## src/source/periph_pkg.sv

```systemverilog
`default_nettype none

package periph_pkg;

	// APB port widths.
	localparam int ADDR_W = 16;
	localparam int DATA_W = 32;

	// Address map. Bits 15 to 12 pick the slave, so each window is 4 KB.
	localparam int WIN_LSB   = 12;
	localparam int SLV_IDX_W = ADDR_W - WIN_LSB;
	localparam int OFS_W     = WIN_LSB;

	localparam int SLV_DEVTBL  = 0;
	localparam int SLV_GPIO    = 1;
	localparam int SLV_INTCTRL = 2;
	localparam int SLV_COUNT   = 3;

	// Device table contents, indexed by slave.
	localparam logic [DATA_W-1:0] DEV_ID [SLV_COUNT] = '{32'd7, 32'd6, 32'd3};
	localparam logic [DATA_W-1:0] DEV_MAPSZ [SLV_COUNT] = '{32'd4096, 32'd4096, 32'd4096};
	localparam logic DEV_USEINTR [SLV_COUNT] = '{1'b0, 1'b1, 1'b0};

	// Device table layout.
	localparam int DT_STRIDE = 8;
	localparam logic [OFS_W-1:0] DT_ID_OFS    = 12'h000;
	localparam logic [OFS_W-1:0] DT_MAPSZ_OFS = 12'h004;
	localparam logic [OFS_W-1:0] RST_CTRL_OFS = 12'h100;

	// GPIO registers.
	localparam int GPIO_COUNT = 16;
	localparam logic [OFS_W-1:0] GPIO_IN_OFS  = 12'h000;
	localparam logic [OFS_W-1:0] GPIO_OUT_OFS = 12'h004;
	localparam logic [OFS_W-1:0] GPIO_IEN_OFS = 12'h008;

	// Interrupt controller registers and sources.
	localparam int INT_SRC_COUNT = 2;
	localparam int INT_SRC_GPIO  = 0;
	localparam int INT_SRC_EXT   = 1;
	localparam logic [OFS_W-1:0] INT_PEND_OFS = 12'h000;
	localparam logic [OFS_W-1:0] INT_EN_OFS   = 12'h004;

	// Reset hold counter.
	localparam int RST_CNT_W = 5;
	localparam logic [RST_CNT_W-1:0] RST_HOLD_CYCLES = 5'd31;

	typedef enum logic [1:0] {
		CMD_NONE     = 2'd0,
		CMD_POWEROFF = 2'd1,
		CMD_WARM     = 2'd2,
		CMD_COLD     = 2'd3
	} rst_cmd_e;

	typedef enum logic [1:0] {
		ST_HOLD,
		ST_COUNT,
		ST_RUN,
		ST_OFF
	} rst_state_e;

endpackage

`default_nettype wire

```

## src/source/rst_seq.sv

```systemverilog
`default_nettype none

module rst_seq (
	input  logic                  clk100mhz_i,
	input  logic                  rst_p,
	input  periph_pkg::rst_cmd_e  rst_cmd_i,
	output logic                  sys_rst_o
);
	import periph_pkg::*;

	rst_state_e           state_q;
	logic [RST_CNT_W-1:0] cnt_q;
	logic                 sys_rst_q;

	always_ff @(posedge clk100mhz_i) begin
		if (rst_p) begin
			state_q   <= ST_HOLD;
			cnt_q     <= RST_HOLD_CYCLES;
			sys_rst_q <= 1'b1;
		end else begin
			case (state_q)
				ST_HOLD: begin
					// First edge with rst_p low starts the hold count.
					state_q <= ST_COUNT;
					cnt_q   <= RST_HOLD_CYCLES;
				end
				ST_COUNT: begin
					cnt_q <= cnt_q - 1'b1;
					// Counter reaches zero on the edge that releases the reset.
					if (cnt_q == RST_CNT_W'(1)) begin
						state_q   <= ST_RUN;
						sys_rst_q <= 1'b0;
					end
				end
				ST_RUN: begin
					case (rst_cmd_i)
						// No config device here, so cold acts as warm.
						CMD_WARM, CMD_COLD: begin
							state_q   <= ST_COUNT;
							cnt_q     <= RST_HOLD_CYCLES;
							sys_rst_q <= 1'b1;
						end
						CMD_POWEROFF: begin
							state_q   <= ST_OFF;
							sys_rst_q <= 1'b1;
						end
						default: begin
							state_q <= ST_RUN;
						end
					endcase
				end
				ST_OFF: begin
					// Only rst_p gets out of here.
					sys_rst_q <= 1'b1;
				end
				default: begin
					state_q <= ST_HOLD;
				end
			endcase
		end
	end

	assign sys_rst_o = sys_rst_q;

endmodule

`default_nettype wire

```

## src/source/apb_decoder.sv

```systemverilog
`default_nettype none

module apb_decoder (
	input  logic                                                  clk100mhz_i,
	input  logic [periph_pkg::ADDR_W-1:0]                         paddr_i,
	input  logic                                                  psel_i,
	input  logic                                                  penable_i,
	input  logic                                                  pwrite_i,
	output logic [periph_pkg::SLV_COUNT-1:0]                      sel_o,
	output logic                                                  wr_en_o,
	input  logic [periph_pkg::SLV_COUNT-1:0][periph_pkg::DATA_W-1:0] rdata_i,
	output logic [periph_pkg::DATA_W-1:0]                         prdata_o,
	output logic                                                  pready_o
);
	import periph_pkg::*;

	logic [SLV_IDX_W-1:0] win;
	// Window of the current transfer, captured in its setup cycle.
	logic [SLV_IDX_W-1:0] win_q;

	assign win = paddr_i[ADDR_W-1:WIN_LSB];

	// One-hot select for mapped windows.
	always_comb begin
		sel_o = '0;
		for (int i = 0; i < SLV_COUNT; i++) begin
			if (psel_i && (win == SLV_IDX_W'(i))) begin
				sel_o[i] = 1'b1;
			end
		end
	end

	assign wr_en_o = psel_i & penable_i & pwrite_i;

	// All slaves, the default one too, answer without wait states.
	assign pready_o = psel_i & penable_i;

	always_ff @(posedge clk100mhz_i) begin
		if (psel_i && !penable_i) begin
			win_q <= win;
		end
	end

	// Read mux. Unmapped windows fall through to the default slave,
	// which reads zero and ignores writes.
	always_comb begin
		prdata_o = '0;
		for (int i = 0; i < SLV_COUNT; i++) begin
			if (win_q == SLV_IDX_W'(i)) begin
				prdata_o = rdata_i[i];
			end
		end
	end

endmodule

`default_nettype wire

```

## src/source/devtbl.sv

```systemverilog
`default_nettype none

module devtbl (
	input  logic                          clk100mhz_i,
	input  logic                          sys_rst_i,
	input  logic                          sel_i,
	input  logic                          wr_en_i,
	input  logic [periph_pkg::ADDR_W-1:0] paddr_i,
	input  logic [periph_pkg::DATA_W-1:0] pwdata_i,
	output logic [periph_pkg::DATA_W-1:0] rdata_o,
	output periph_pkg::rst_cmd_e          rst_cmd_o
);
	import periph_pkg::*;

	logic [OFS_W-1:0] ofs;
	logic             wr;
	rst_cmd_e         cmd_q;

	assign ofs = paddr_i[OFS_W-1:0];
	assign wr  = sel_i & wr_en_i;

	// Reset command register. It clears itself once rst_seq
	// pulls the subsystem into reset.
	always_ff @(posedge clk100mhz_i) begin
		if (sys_rst_i) begin
			cmd_q <= CMD_NONE;
		end else if (wr && (ofs == RST_CTRL_OFS)) begin
			cmd_q <= rst_cmd_e'(pwdata_i[1:0]);
		end
	end

	assign rst_cmd_o = cmd_q;

	// Two words per entry: the id, then the map size with the
	// uses-interrupt flag in bit 0.
	always_comb begin
		rdata_o = '0;
		for (int i = 0; i < SLV_COUNT; i++) begin
			if (ofs == (DT_ID_OFS + OFS_W'(DT_STRIDE * i))) begin
				rdata_o = DEV_ID[i];
			end
			if (ofs == (DT_MAPSZ_OFS + OFS_W'(DT_STRIDE * i))) begin
				rdata_o = DEV_MAPSZ[i] | DATA_W'(DEV_USEINTR[i]);
			end
		end
		if (ofs == RST_CTRL_OFS) begin
			rdata_o = DATA_W'(cmd_q);
		end
	end

endmodule

`default_nettype wire

```

## src/source/gpio.sv

```systemverilog
`default_nettype none

module gpio (
	input  logic                              clk100mhz_i,
	input  logic                              sys_rst_i,
	input  logic                              sel_i,
	input  logic                              wr_en_i,
	input  logic [periph_pkg::ADDR_W-1:0]     paddr_i,
	input  logic [periph_pkg::DATA_W-1:0]     pwdata_i,
	output logic [periph_pkg::DATA_W-1:0]     rdata_o,
	input  logic [periph_pkg::GPIO_COUNT-1:0] gpio_i,
	output logic [periph_pkg::GPIO_COUNT-1:0] gpio_o,
	output logic                              chg_irq_o
);
	import periph_pkg::*;

	logic [OFS_W-1:0]      ofs;
	logic                  wr;
	logic [GPIO_COUNT-1:0] sync_q;
	logic [GPIO_COUNT-1:0] in_q;
	logic [GPIO_COUNT-1:0] out_q;
	logic [GPIO_COUNT-1:0] ien_q;
	logic                  chg_q;

	assign ofs = paddr_i[OFS_W-1:0];
	assign wr  = sel_i & wr_en_i;

	always_ff @(posedge clk100mhz_i) begin
		if (sys_rst_i) begin
			sync_q <= '0;
			in_q   <= '0;
			out_q  <= '0;
			ien_q  <= '0;
			chg_q  <= 1'b0;
		end else begin
			// Two-flop synchronizer.
			sync_q <= gpio_i;
			in_q   <= sync_q;
			// Flag any enabled bit about to change in GPIO_IN.
			chg_q  <= |((sync_q ^ in_q) & ien_q);
			if (wr && (ofs == GPIO_OUT_OFS)) begin
				out_q <= pwdata_i[GPIO_COUNT-1:0];
			end
			if (wr && (ofs == GPIO_IEN_OFS)) begin
				ien_q <= pwdata_i[GPIO_COUNT-1:0];
			end
		end
	end

	assign gpio_o    = out_q;
	assign chg_irq_o = chg_q;

	always_comb begin
		case (ofs)
			GPIO_IN_OFS:  rdata_o = DATA_W'(in_q);
			GPIO_OUT_OFS: rdata_o = DATA_W'(out_q);
			GPIO_IEN_OFS: rdata_o = DATA_W'(ien_q);
			default:      rdata_o = '0;
		endcase
	end

endmodule

`default_nettype wire

```

## src/source/intctrl.sv

```systemverilog
`default_nettype none

module intctrl (
	input  logic                                 clk100mhz_i,
	input  logic                                 sys_rst_i,
	input  logic                                 sel_i,
	input  logic                                 wr_en_i,
	input  logic [periph_pkg::ADDR_W-1:0]        paddr_i,
	input  logic [periph_pkg::DATA_W-1:0]        pwdata_i,
	output logic [periph_pkg::DATA_W-1:0]        rdata_o,
	input  logic [periph_pkg::INT_SRC_COUNT-1:0] src_i,
	output logic                                 irq_o
);
	import periph_pkg::*;

	logic [OFS_W-1:0]         ofs;
	logic                     wr;
	logic [INT_SRC_COUNT-1:0] clr;
	logic [INT_SRC_COUNT-1:0] pend_q;
	logic [INT_SRC_COUNT-1:0] en_q;

	assign ofs = paddr_i[OFS_W-1:0];
	assign wr  = sel_i & wr_en_i;

	// Write-1-to-clear mask for INT_PEND.
	assign clr = (wr && (ofs == INT_PEND_OFS)) ? pwdata_i[INT_SRC_COUNT-1:0] : '0;

	always_ff @(posedge clk100mhz_i) begin
		if (sys_rst_i) begin
			pend_q <= '0;
			en_q   <= '0;
		end else begin
			// Sticky bits. A source still high wins over the clear.
			pend_q <= (pend_q & ~clr) | src_i;
			if (wr && (ofs == INT_EN_OFS)) begin
				en_q <= pwdata_i[INT_SRC_COUNT-1:0];
			end
		end
	end

	// Processor interrupt line
	assign irq_o = |(pend_q & en_q);

	always_comb begin
		case (ofs)
			INT_PEND_OFS: rdata_o = DATA_W'(pend_q);
			INT_EN_OFS:   rdata_o = DATA_W'(en_q);
			default:      rdata_o = '0;
		endcase
	end

endmodule

`default_nettype wire

```

## src/source/periph_top.sv

```systemverilog
`default_nettype none

module periph_top (
	input  logic                              clk100mhz_i,
	input  logic                              rst_p,
	input  logic [periph_pkg::ADDR_W-1:0]     paddr_i,
	input  logic                              psel_i,
	input  logic                              penable_i,
	input  logic                              pwrite_i,
	input  logic [periph_pkg::DATA_W-1:0]     pwdata_i,
	output logic [periph_pkg::DATA_W-1:0]     prdata_o,
	output logic                              pready_o,
	input  logic [periph_pkg::GPIO_COUNT-1:0] gpio_i,
	output logic [periph_pkg::GPIO_COUNT-1:0] gpio_o,
	input  logic                              ext_irq_i,
	output logic                              irq_o,
	output logic                              sys_rst_o
);
	import periph_pkg::*;

	logic [SLV_COUNT-1:0]             sel;
	logic                             wr_en;
	logic [SLV_COUNT-1:0][DATA_W-1:0] rdata;
	rst_cmd_e                         rst_cmd;
	logic                             sys_rst;
	logic                             gpio_chg;
	logic [INT_SRC_COUNT-1:0]         int_src;

	assign int_src[INT_SRC_GPIO] = gpio_chg;
	assign int_src[INT_SRC_EXT]  = ext_irq_i;
	assign sys_rst_o             = sys_rst;

	rst_seq u_rst_seq (
		.clk100mhz_i (clk100mhz_i),
		.rst_p       (rst_p),
		.rst_cmd_i   (rst_cmd),
		.sys_rst_o   (sys_rst)
	);

	apb_decoder u_apb_decoder (
		.clk100mhz_i (clk100mhz_i),
		.paddr_i     (paddr_i),
		.psel_i      (psel_i),
		.penable_i   (penable_i),
		.pwrite_i    (pwrite_i),
		.sel_o       (sel),
		.wr_en_o     (wr_en),
		.rdata_i     (rdata),
		.prdata_o    (prdata_o),
		.pready_o    (pready_o)
	);

	devtbl u_devtbl (
		.clk100mhz_i (clk100mhz_i),
		.sys_rst_i   (sys_rst),
		.sel_i       (sel[SLV_DEVTBL]),
		.wr_en_i     (wr_en),
		.paddr_i     (paddr_i),
		.pwdata_i    (pwdata_i),
		.rdata_o     (rdata[SLV_DEVTBL]),
		.rst_cmd_o   (rst_cmd)
	);

	gpio u_gpio (
		.clk100mhz_i (clk100mhz_i),
		.sys_rst_i   (sys_rst),
		.sel_i       (sel[SLV_GPIO]),
		.wr_en_i     (wr_en),
		.paddr_i     (paddr_i),
		.pwdata_i    (pwdata_i),
		.rdata_o     (rdata[SLV_GPIO]),
		.gpio_i      (gpio_i),
		.gpio_o      (gpio_o),
		.chg_irq_o   (gpio_chg)
	);

	intctrl u_intctrl (
		.clk100mhz_i (clk100mhz_i),
		.sys_rst_i   (sys_rst),
		.sel_i       (sel[SLV_INTCTRL]),
		.wr_en_i     (wr_en),
		.paddr_i     (paddr_i),
		.pwdata_i    (pwdata_i),
		.rdata_o     (rdata[SLV_INTCTRL]),
		.src_i       (int_src),
		.irq_o       (irq_o)
	);

endmodule

`default_nettype wire

```

## config.mk

```make
export PLATFORM = sky130hd
export DESIGN_NAME = periph_top
export DESIGN_NICKNAME = d
export VERILOG_FILES = /design/src/source/periph_pkg.sv /design/src/source/rst_seq.sv /design/src/source/apb_decoder.sv /design/src/source/devtbl.sv /design/src/source/gpio.sv /design/src/source/intctrl.sv /design/src/source/periph_top.sv
export SDC_FILE = /design/constraint.sdc
export NUM_CORES = 1
export LEC_CHECK = 0
export ABC_CLOCK_PERIOD_IN_PS = 3600
export BUFFER_PORTS_ARGS = -buffer_cell sky130_fd_sc_hd__buf_2
export CAP_MARGIN = 20
export CORE_MARGIN = 1.5
export CORE_UTILIZATION = 30
export CTS_CLUSTER_SIZE = 12
export DETAILED_ROUTE_END_ITERATION = 16
export GPL_TIMING_DRIVEN = 0
export PLACE_DENSITY_LB_ADDON = 0.2
export SLEW_MARGIN = 20
export SYNTH_ARGS = -nofsm -noshare
export SYNTH_HDL_FRONTEND = slang
export SYNTH_SLANG_ARGS = --single-unit
```

## constraint.sdc

```tcl
create_clock -name clk100mhz_i -period 3.6 [get_ports clk100mhz_i]
set_input_delay 0.18 -clock clk100mhz_i [delete_from_list [all_inputs] [get_ports clk100mhz_i]]
set_output_delay 0.18 -clock clk100mhz_i [all_outputs]
set_load 0.01 [all_outputs]
```

==> run_results.csv, run 1 <==
group,metric,value,unit
run,max_cap_viol_count,0,
sta,setup_ws,0.536,ns
clock_network,clock_latency,0.34,ns
synth,synth_cells,446,
pwr,powerDensity,496,nW/um^2
clock_network,clock_sinks,83,
worst_setup_path,cp.required,3.42,ns
grt,grt_pass1_vias,3548,
synth,synth_edf_count,4,
clock_network,clock_path_buffers,2,
place,dpl_cell_area,4870,um^2
sta,hold_violations,0,
synth,ys.flop_type,"dfxtp_1",
clock_network,cts_htree_levels,3,
worst_setup_path,critPathLaunchType,"flip-flop",
pwr,pwr-share-seq,42.5,%
grt,grt_max_degree,15,
pwr,p_clk_share,34.4,%
place,dp_hpwl,8960,um
final_layout,drive_gt1_share,25.9,%
sta,worst_clock_skew,0.00918,ns
hold_path,hp-class,"input pin to flip-flop",
worst_setup_path,crit_type,"flip-flop to primary output",
synth,ys_ff_latch,83,
pwr,comb_power_share,23.0,%
clock_network,cts_tree,"done",
routing,viasPerCell,4.84,
sta,setup_tns,0,ns
worst_setup_path,arrival,2.88,ns
worst_setup_path,crit_start,"u_apb_decoder.win_q[1]",
final_layout,fillCellCount,1375,
clock_network,postCtsHoldBufs,0,
place,gp_congestion,0.820,
routing,antenna_left,0,
routing,wirelength,11700,um
final_layout,antenna-diode-count,0,
floorplanning,num_rows,42,
clock_network,cts_setup_buffers,0,
floorplanning,die_y,121,um
run_status,outcome,"finished clean",
worst_setup_path,crit_path_max_fanout,10,
sta,max_freq,0.326,GHz
final_layout,multi_input_area,2230,um^2
sta,rsz0062_at_grt,"false",
place,dp.cells,724,
floorplanning,die_x,121,um
final_layout,area_growth,24.1,%
synth,yosysWarnings,0,
grt,gr-usage-all-layers,16.7,%
grt,overflow,0,
clock_network,path_clk_slew,0.06,ns
clock_network,root_buffer,"clkbuf_16",
pwr,internal_power,0.00176,W
final_layout,stdcell_count,740,
floorplanning,initial_core_util,31.0,%
synth,synthArstFlopShare,0,%
synth,synth.cell_area,4160,um^2
grt,grt_pass1_wl,18800,um
final_layout,regArea,1700,um^2
pwr,p_sw,0.000794,W
routing,drc,0,
sta,fin_crit,3.06,ns
pwr,switching_share,31.1,%
routing,num_vias,3585,
routing,first_iter_violations,186,
sta,setup_viol,0,
final_layout,final_nets,635,
hold_path,min_from,"paddr_i[15]",
place,io_buffers,87,
routing,firstDrtPassIters,4,
worst_setup_path,worst_setup_path_end_kind,"primary output",
synth,ys_types,52,
worst_setup_path,r2r_start,"u_rst_seq.cnt_q[0]",
clock_network,cts_resized,0,
floorplanning,coreArea,13400,um^2
pwr,total_leakage_power,2.20,nW
sta,max_slew_margin,55.6,%
pwr,ir_worst_vdd,0.182,mV
sta,slew_violations,0,
clock_network,cts_made_buffers,9,
place,dp_slack,0.907,ns
synth,syn_area_per_cell,9.32,um^2
floorplanning,num_io_pins,121,
sta,post-route-period-util,85.1,%
floorplanning,dieArea,14600,um^2
final_layout,fin_area,5160,um^2
grt,antenna_found_initial,0,
sta,tightest_slew,0.665,ns
synth,ys_seq_area_share,41.0,%
routing,wl_per_cell,15.8,um
registers in the layout, indices dropped and copies added, names as in the netlist:
register,flops
u_gpio.chg_irq_o,1
u_gpio.sync_q,16
u_gpio.gpio_o,16
u_rst_seq.cnt_q,5
u_rst_seq.state_q,2
u_apb_decoder.win_q,4
u_rst_seq.sys_rst_o,1
u_gpio.in_q,16
u_intctrl.en_q,2
u_gpio.ien_q,16
u_intctrl.pend_q,2
u_devtbl.rst_cmd_o,2
cell type report:
type                            instances  share of cell area, %
Multi-Input combinational cell        326                   43.3
Sequential cell                        83                   33.0
Timing Repair Buffer                   87                   8.44
Clock buffer                           11                   4.90
Buffer                                 44                   4.78
Tap cell                              176                   4.27
Clock inverter                          5                  0.704
Inverter                                8                  0.582
routing by layer:
metal  track usage (%)  wire (um)
met5                 0          0
met4              6.69        216
met3              2.31        715
met2              27.0       5330
met1              22.4       5420
cells in the mapped netlist (all sizes together), types with 4 or more instances:
cell type	instances	share of area, %
xnor2	4	0.84
ha	6	1.8
inv	8	0.72
nor4	8	2.1
mux2i	24	5.8
or4	7	1.3
clkbuf	21	1.9
nor3b	4	0.72
nand2b	38	5.7
a21oi	22	2.6
edfxtp	4	2.9
o21ai	19	2.3
nand2	8	0.72
mux2	12	3.3
nor2b	36	5.4
nand3	22	3.0
xor2	16	3.4
nor2	22	2.0
dfxtp	79	38
buf	23	4.0
nor3	4	0.48
a22oi	18	3.3
through the flow:
step	util, %	power [W]	hold slack, ns
4_1_cts	38.5	0.00258	0.0320
3_5_place_dp	36.3	0.00170	0.376
2_1_floorplan	-	0.00148	0.249
6_report	38.5	0.00256	0.0382
5_1_grt	38.5	0.00270	0.0365
3_3_place_gp	36.3	0.00169	0.378
path summary, 6_finish.rpt:
kind / end / slack [ns] / cells past startpoint
worst min-delay path: u_apb_decoder.win_q[3] / 0.04 / 1
worst max register to register: u_rst_seq.sys_rst_o / 1.70 / 5
worst min register to register: u_intctrl.pend_q[0] / 0.48 / 2
worst max-delay path: prdata_o[14] / 0.54 / 6
cell families after synthesis:
family,Yosys count,synth area share [%]
adders and majority gates,6,1.81
buffers and inverters,52,6.65
AOI/OAI and AO/OA,83,12.9
other,1,0.0902
muxes,36,9.03
xor gates and xnor gates,20,4.22
DFF,83,41.0
and+or+nand+nor,165,24.3
cell usage in the layout (no fill, tap or decap), types with 5 or more instances in the layout:
cell / synthesis / routed
clkbuf_1: 21 / 21
nand3_1: 21 / 21
nor2_1: 22 / 22
or4_1: 7 / 7
ha_1: 6 / 6
clkbuf_16: 0 / 9
dfxtp_1: 79 / 79
conb_1: 1 / 16
buf_4: 16 / 16
a21oi_1: 22 / 22
nor4_1: 5 / 5
a22oi_1: 18 / 18
o21ai_0: 9 / 9
nand2_1: 8 / 8
o21ai_1: 10 / 10
xor2_1: 16 / 16
inv_1: 8 / 8
nor2b_1: 36 / 36
mux2i_1: 24 / 24
buf_2: 5 / 92
mux2_2: 12 / 12
nand2b_1: 38 / 38
power groups by stage:
| stage | clock, W | combinational, W | sequential, W |
|---|---|---|---|
| 2_1_floorplan | 0 | 0.000394 | 0.00109 |
| 3_3_place_gp | 0 | 0.000584 | 0.00110 |
| 3_5_place_dp | 0 | 0.000596 | 0.00111 |
| 4_1_cts | 0.000897 | 0.000599 | 0.00109 |
| 5_1_grt | 0.000936 | 0.000662 | 0.00110 |
| 6_report | 0.000880 | 0.000589 | 0.00109 |
critical path, stage by stage (launching register included):
cell      delay (ns)
edfxtp_1        0.46
or4b_2          0.76
nor4_1          0.43
nand2_1         0.17
clkbuf_1        0.34
nor2_1          0.24
buf_2           0.16
No activity file was read; power rests on OpenSTA's default activity.
==> run 2, diff against run 1 <==
--- a/config.mk
+++ b/config.mk
@@ -8,7 +8,7 @@
 export ABC_CLOCK_PERIOD_IN_PS = 3600
 export BUFFER_PORTS_ARGS = -buffer_cell sky130_fd_sc_hd__buf_2
 export CAP_MARGIN = 20
-export CORE_MARGIN = 1.5
+export CORE_MARGIN = 2
 export CORE_UTILIZATION = 30
 export CTS_CLUSTER_SIZE = 12
 export DETAILED_ROUTE_END_ITERATION = 16
==> run 2 against run 1 <==
Critical path depth stayed put. Fmax is 0.46% higher. Largest power group unchanged. Hold slack better by 0.0014 ns. Sequential share of layout area is 0.056 points lower. First-iteration DRC count is 0.54% higher. Cell count is 0.41% higher.
==> run_results.csv, run 2 (synthesis gave the netlist of run 1 again) <==
group,metric,value,unit
run_status,outcome,"finished clean",
sta,setup_tns,0,ns
worst_setup_path,r2r_start,"u_rst_seq.cnt_q[0]",
routing,firstDrtPassIters,4,
clock_network,root_buffer,"clkbuf_16",
sta,max_freq,0.328,GHz
sta,hold_violations,0,
routing,wirelength,11800,um
sta,worst_clock_skew,0.00550,ns
clock_network,clock_path_buffers,2,
clock_network,cts_tree,"done",
clock_network,cts_htree_levels,3,
floorplanning,num_io_pins,121,
place,dp_slack,0.942,ns
routing,wl_per_cell,15.9,um
final_layout,area_growth,24.3,%
pwr,powerDensity,502,nW/um^2
final_layout,antenna-diode-count,0,
worst_setup_path,arrival,2.87,ns
floorplanning,initial_core_util,30.3,%
final_layout,stdcell_count,743,
grt,grt_max_degree,14,
sta,setup_viol,0,
final_layout,drive_gt1_share,25.8,%
clock_network,postCtsHoldBufs,0,
clock_network,cts_resized,0,
grt,gr-usage-all-layers,16.3,%
sta,setup_ws,0.549,ns
worst_setup_path,cp.required,3.42,ns
routing,first_iter_violations,187,
clock_network,path_clk_slew,0.05,ns
sta,post-route-period-util,84.7,%
worst_setup_path,regToRegSetupSlack,1.75,ns
run,max_cap_viol_count,0,
grt,grt_pass1_vias,3474,
worst_setup_path,critPathLaunchType,"flip-flop",
place,dp.cells,728,
routing,viasPerCell,4.79,
pwr,ir_worst_vdd,0.225,mV
routing,antenna_left,0,
clock_network,cts_made_buffers,9,
final_layout,final_common_cell,"buf_2",
grt,overflow,0,
floorplanning,die_y,122,um
sta,max_slew_margin,50.9,%
grt,antenna_found_initial,0,
worst_setup_path,crit_path_max_fanout,10,
sta,tightest_slew,0.737,ns
floorplanning,coreArea,13700,um^2
worst_setup_path,crit_type,"flip-flop to primary output",
worst_setup_path,rr_worst_depth,5,
final_layout,layout_common_cells,"92 x buf_2, 79 x dfxtp_1, 38 x nand2b_1",
worst_setup_path,rr_endpoint,"u_rst_seq.sys_rst_o",
hold_path,hp-class,"input pin to flip-flop",
clock_network,clock_sinks,83,
worst_setup_path,critPathCapture,"prdata_o[14]",
pwr,total_leakage_power,2.20,nW
floorplanning,num_rows,43,
sta,slew_violations,0,
place,gp_congestion,0.783,
sta,fin_crit,3.05,ns
worst_setup_path,worst_setup_path_end_kind,"primary output",
routing,num_vias,3560,
floorplanning,die_x,122,um
place,io_buffers,87,
grt,grt_pass1_wl,18400,um
final_layout,final_nets,635,
worst_setup_path,crit_start,"u_apb_decoder.win_q[1]",
clock_network,cts_setup_buffers,0,
sta,rsz0062_at_grt,"false",
floorplanning,dieArea,14800,um^2
clock_network,clock_latency,0.34,ns
place,dp_hpwl,9050,um
routing,drc,0,
[run 2: cell types whose count changed in the layout (fill, tap and decap cells not counted), sizes merged]
cell | previous run | this run
clkbuf | 32 | 31
bufinv | 0 | 1
inv | 9 | 8
[run 2: per-layer routing]
layer / vias up / GRT usage [%] / routed length [um]
li1: 1773 / - / -
met1: 1668 / 22.1 / 5590
met2: 107 / 26.6 / 5540
met3: 12 / 2.06 / 538
met4: 0 / 5.89 / 172
met5: - / 0 / 0
[run 2: stage by stage]
| step | cell area [um^2] | total power (W) | hold WS, ns | util (%) |
|---|---|---|---|---|
| CTS | 5160 | 0.00262 | 0.0323 | 37.6 |
| detailed placement | 4870 | 0.00170 | 0.376 | 35.5 |
| floorplan | 4210 | 0.00148 | 0.249 | - |
| global placement | 4870 | 0.00169 | 0.382 | 35.5 |
| global route | 5160 | 0.00272 | 0.0413 | 37.6 |
| finish | 5160 | 0.00259 | 0.0396 | 37.6 |
[run 2: worst max-delay path, stage by stage, from the launching register on]
cell and delay, ns:
edfxtp_1 0.46, or4b_2 0.75, nor4_1 0.42, nand2_1 0.19, clkbuf_1 0.33, nor2_1 0.23
buf_2 0.16
[run 2: final cells by class]
type	count	area, um^2
fillers	1406	8550
multi-input cells	326	2230
flip-flops and latches	83	1700
repair buffers	87	435
plain buffers	44	246
clock buffers	10	239
well taps	180	225
clock inverters	5	53.8
inverters	8	30.0
[run 2: worst min-delay path by stage]
stage	start	to	slack, ns	depth (start not counted)
5_1_grt	paddr_i[14]	u_apb_decoder.win_q[2]	0.04	1
4_1_cts	paddr_i[15]	u_apb_decoder.win_q[3]	0.03	1
2_1_floorplan	rst_p	u_rst_seq.state_q[1]	0.25	1
6_report	paddr_i[15]	u_apb_decoder.win_q[3]	0.04	1
3_3_place_gp	paddr_i[15]	u_apb_decoder.win_q[3]	0.38	1
3_5_place_dp	paddr_i[15]	u_apb_decoder.win_q[3]	0.38	1
[run 2: where the power goes]
part	leakage [nW]	switching [W]	internal, W
Combinational	1.37	0.000353	0.000240
Sequential	0.677	0.0000707	0.00101
Clock	0.148	0.000363	0.000550
Total	2.20	0.000787	0.00180
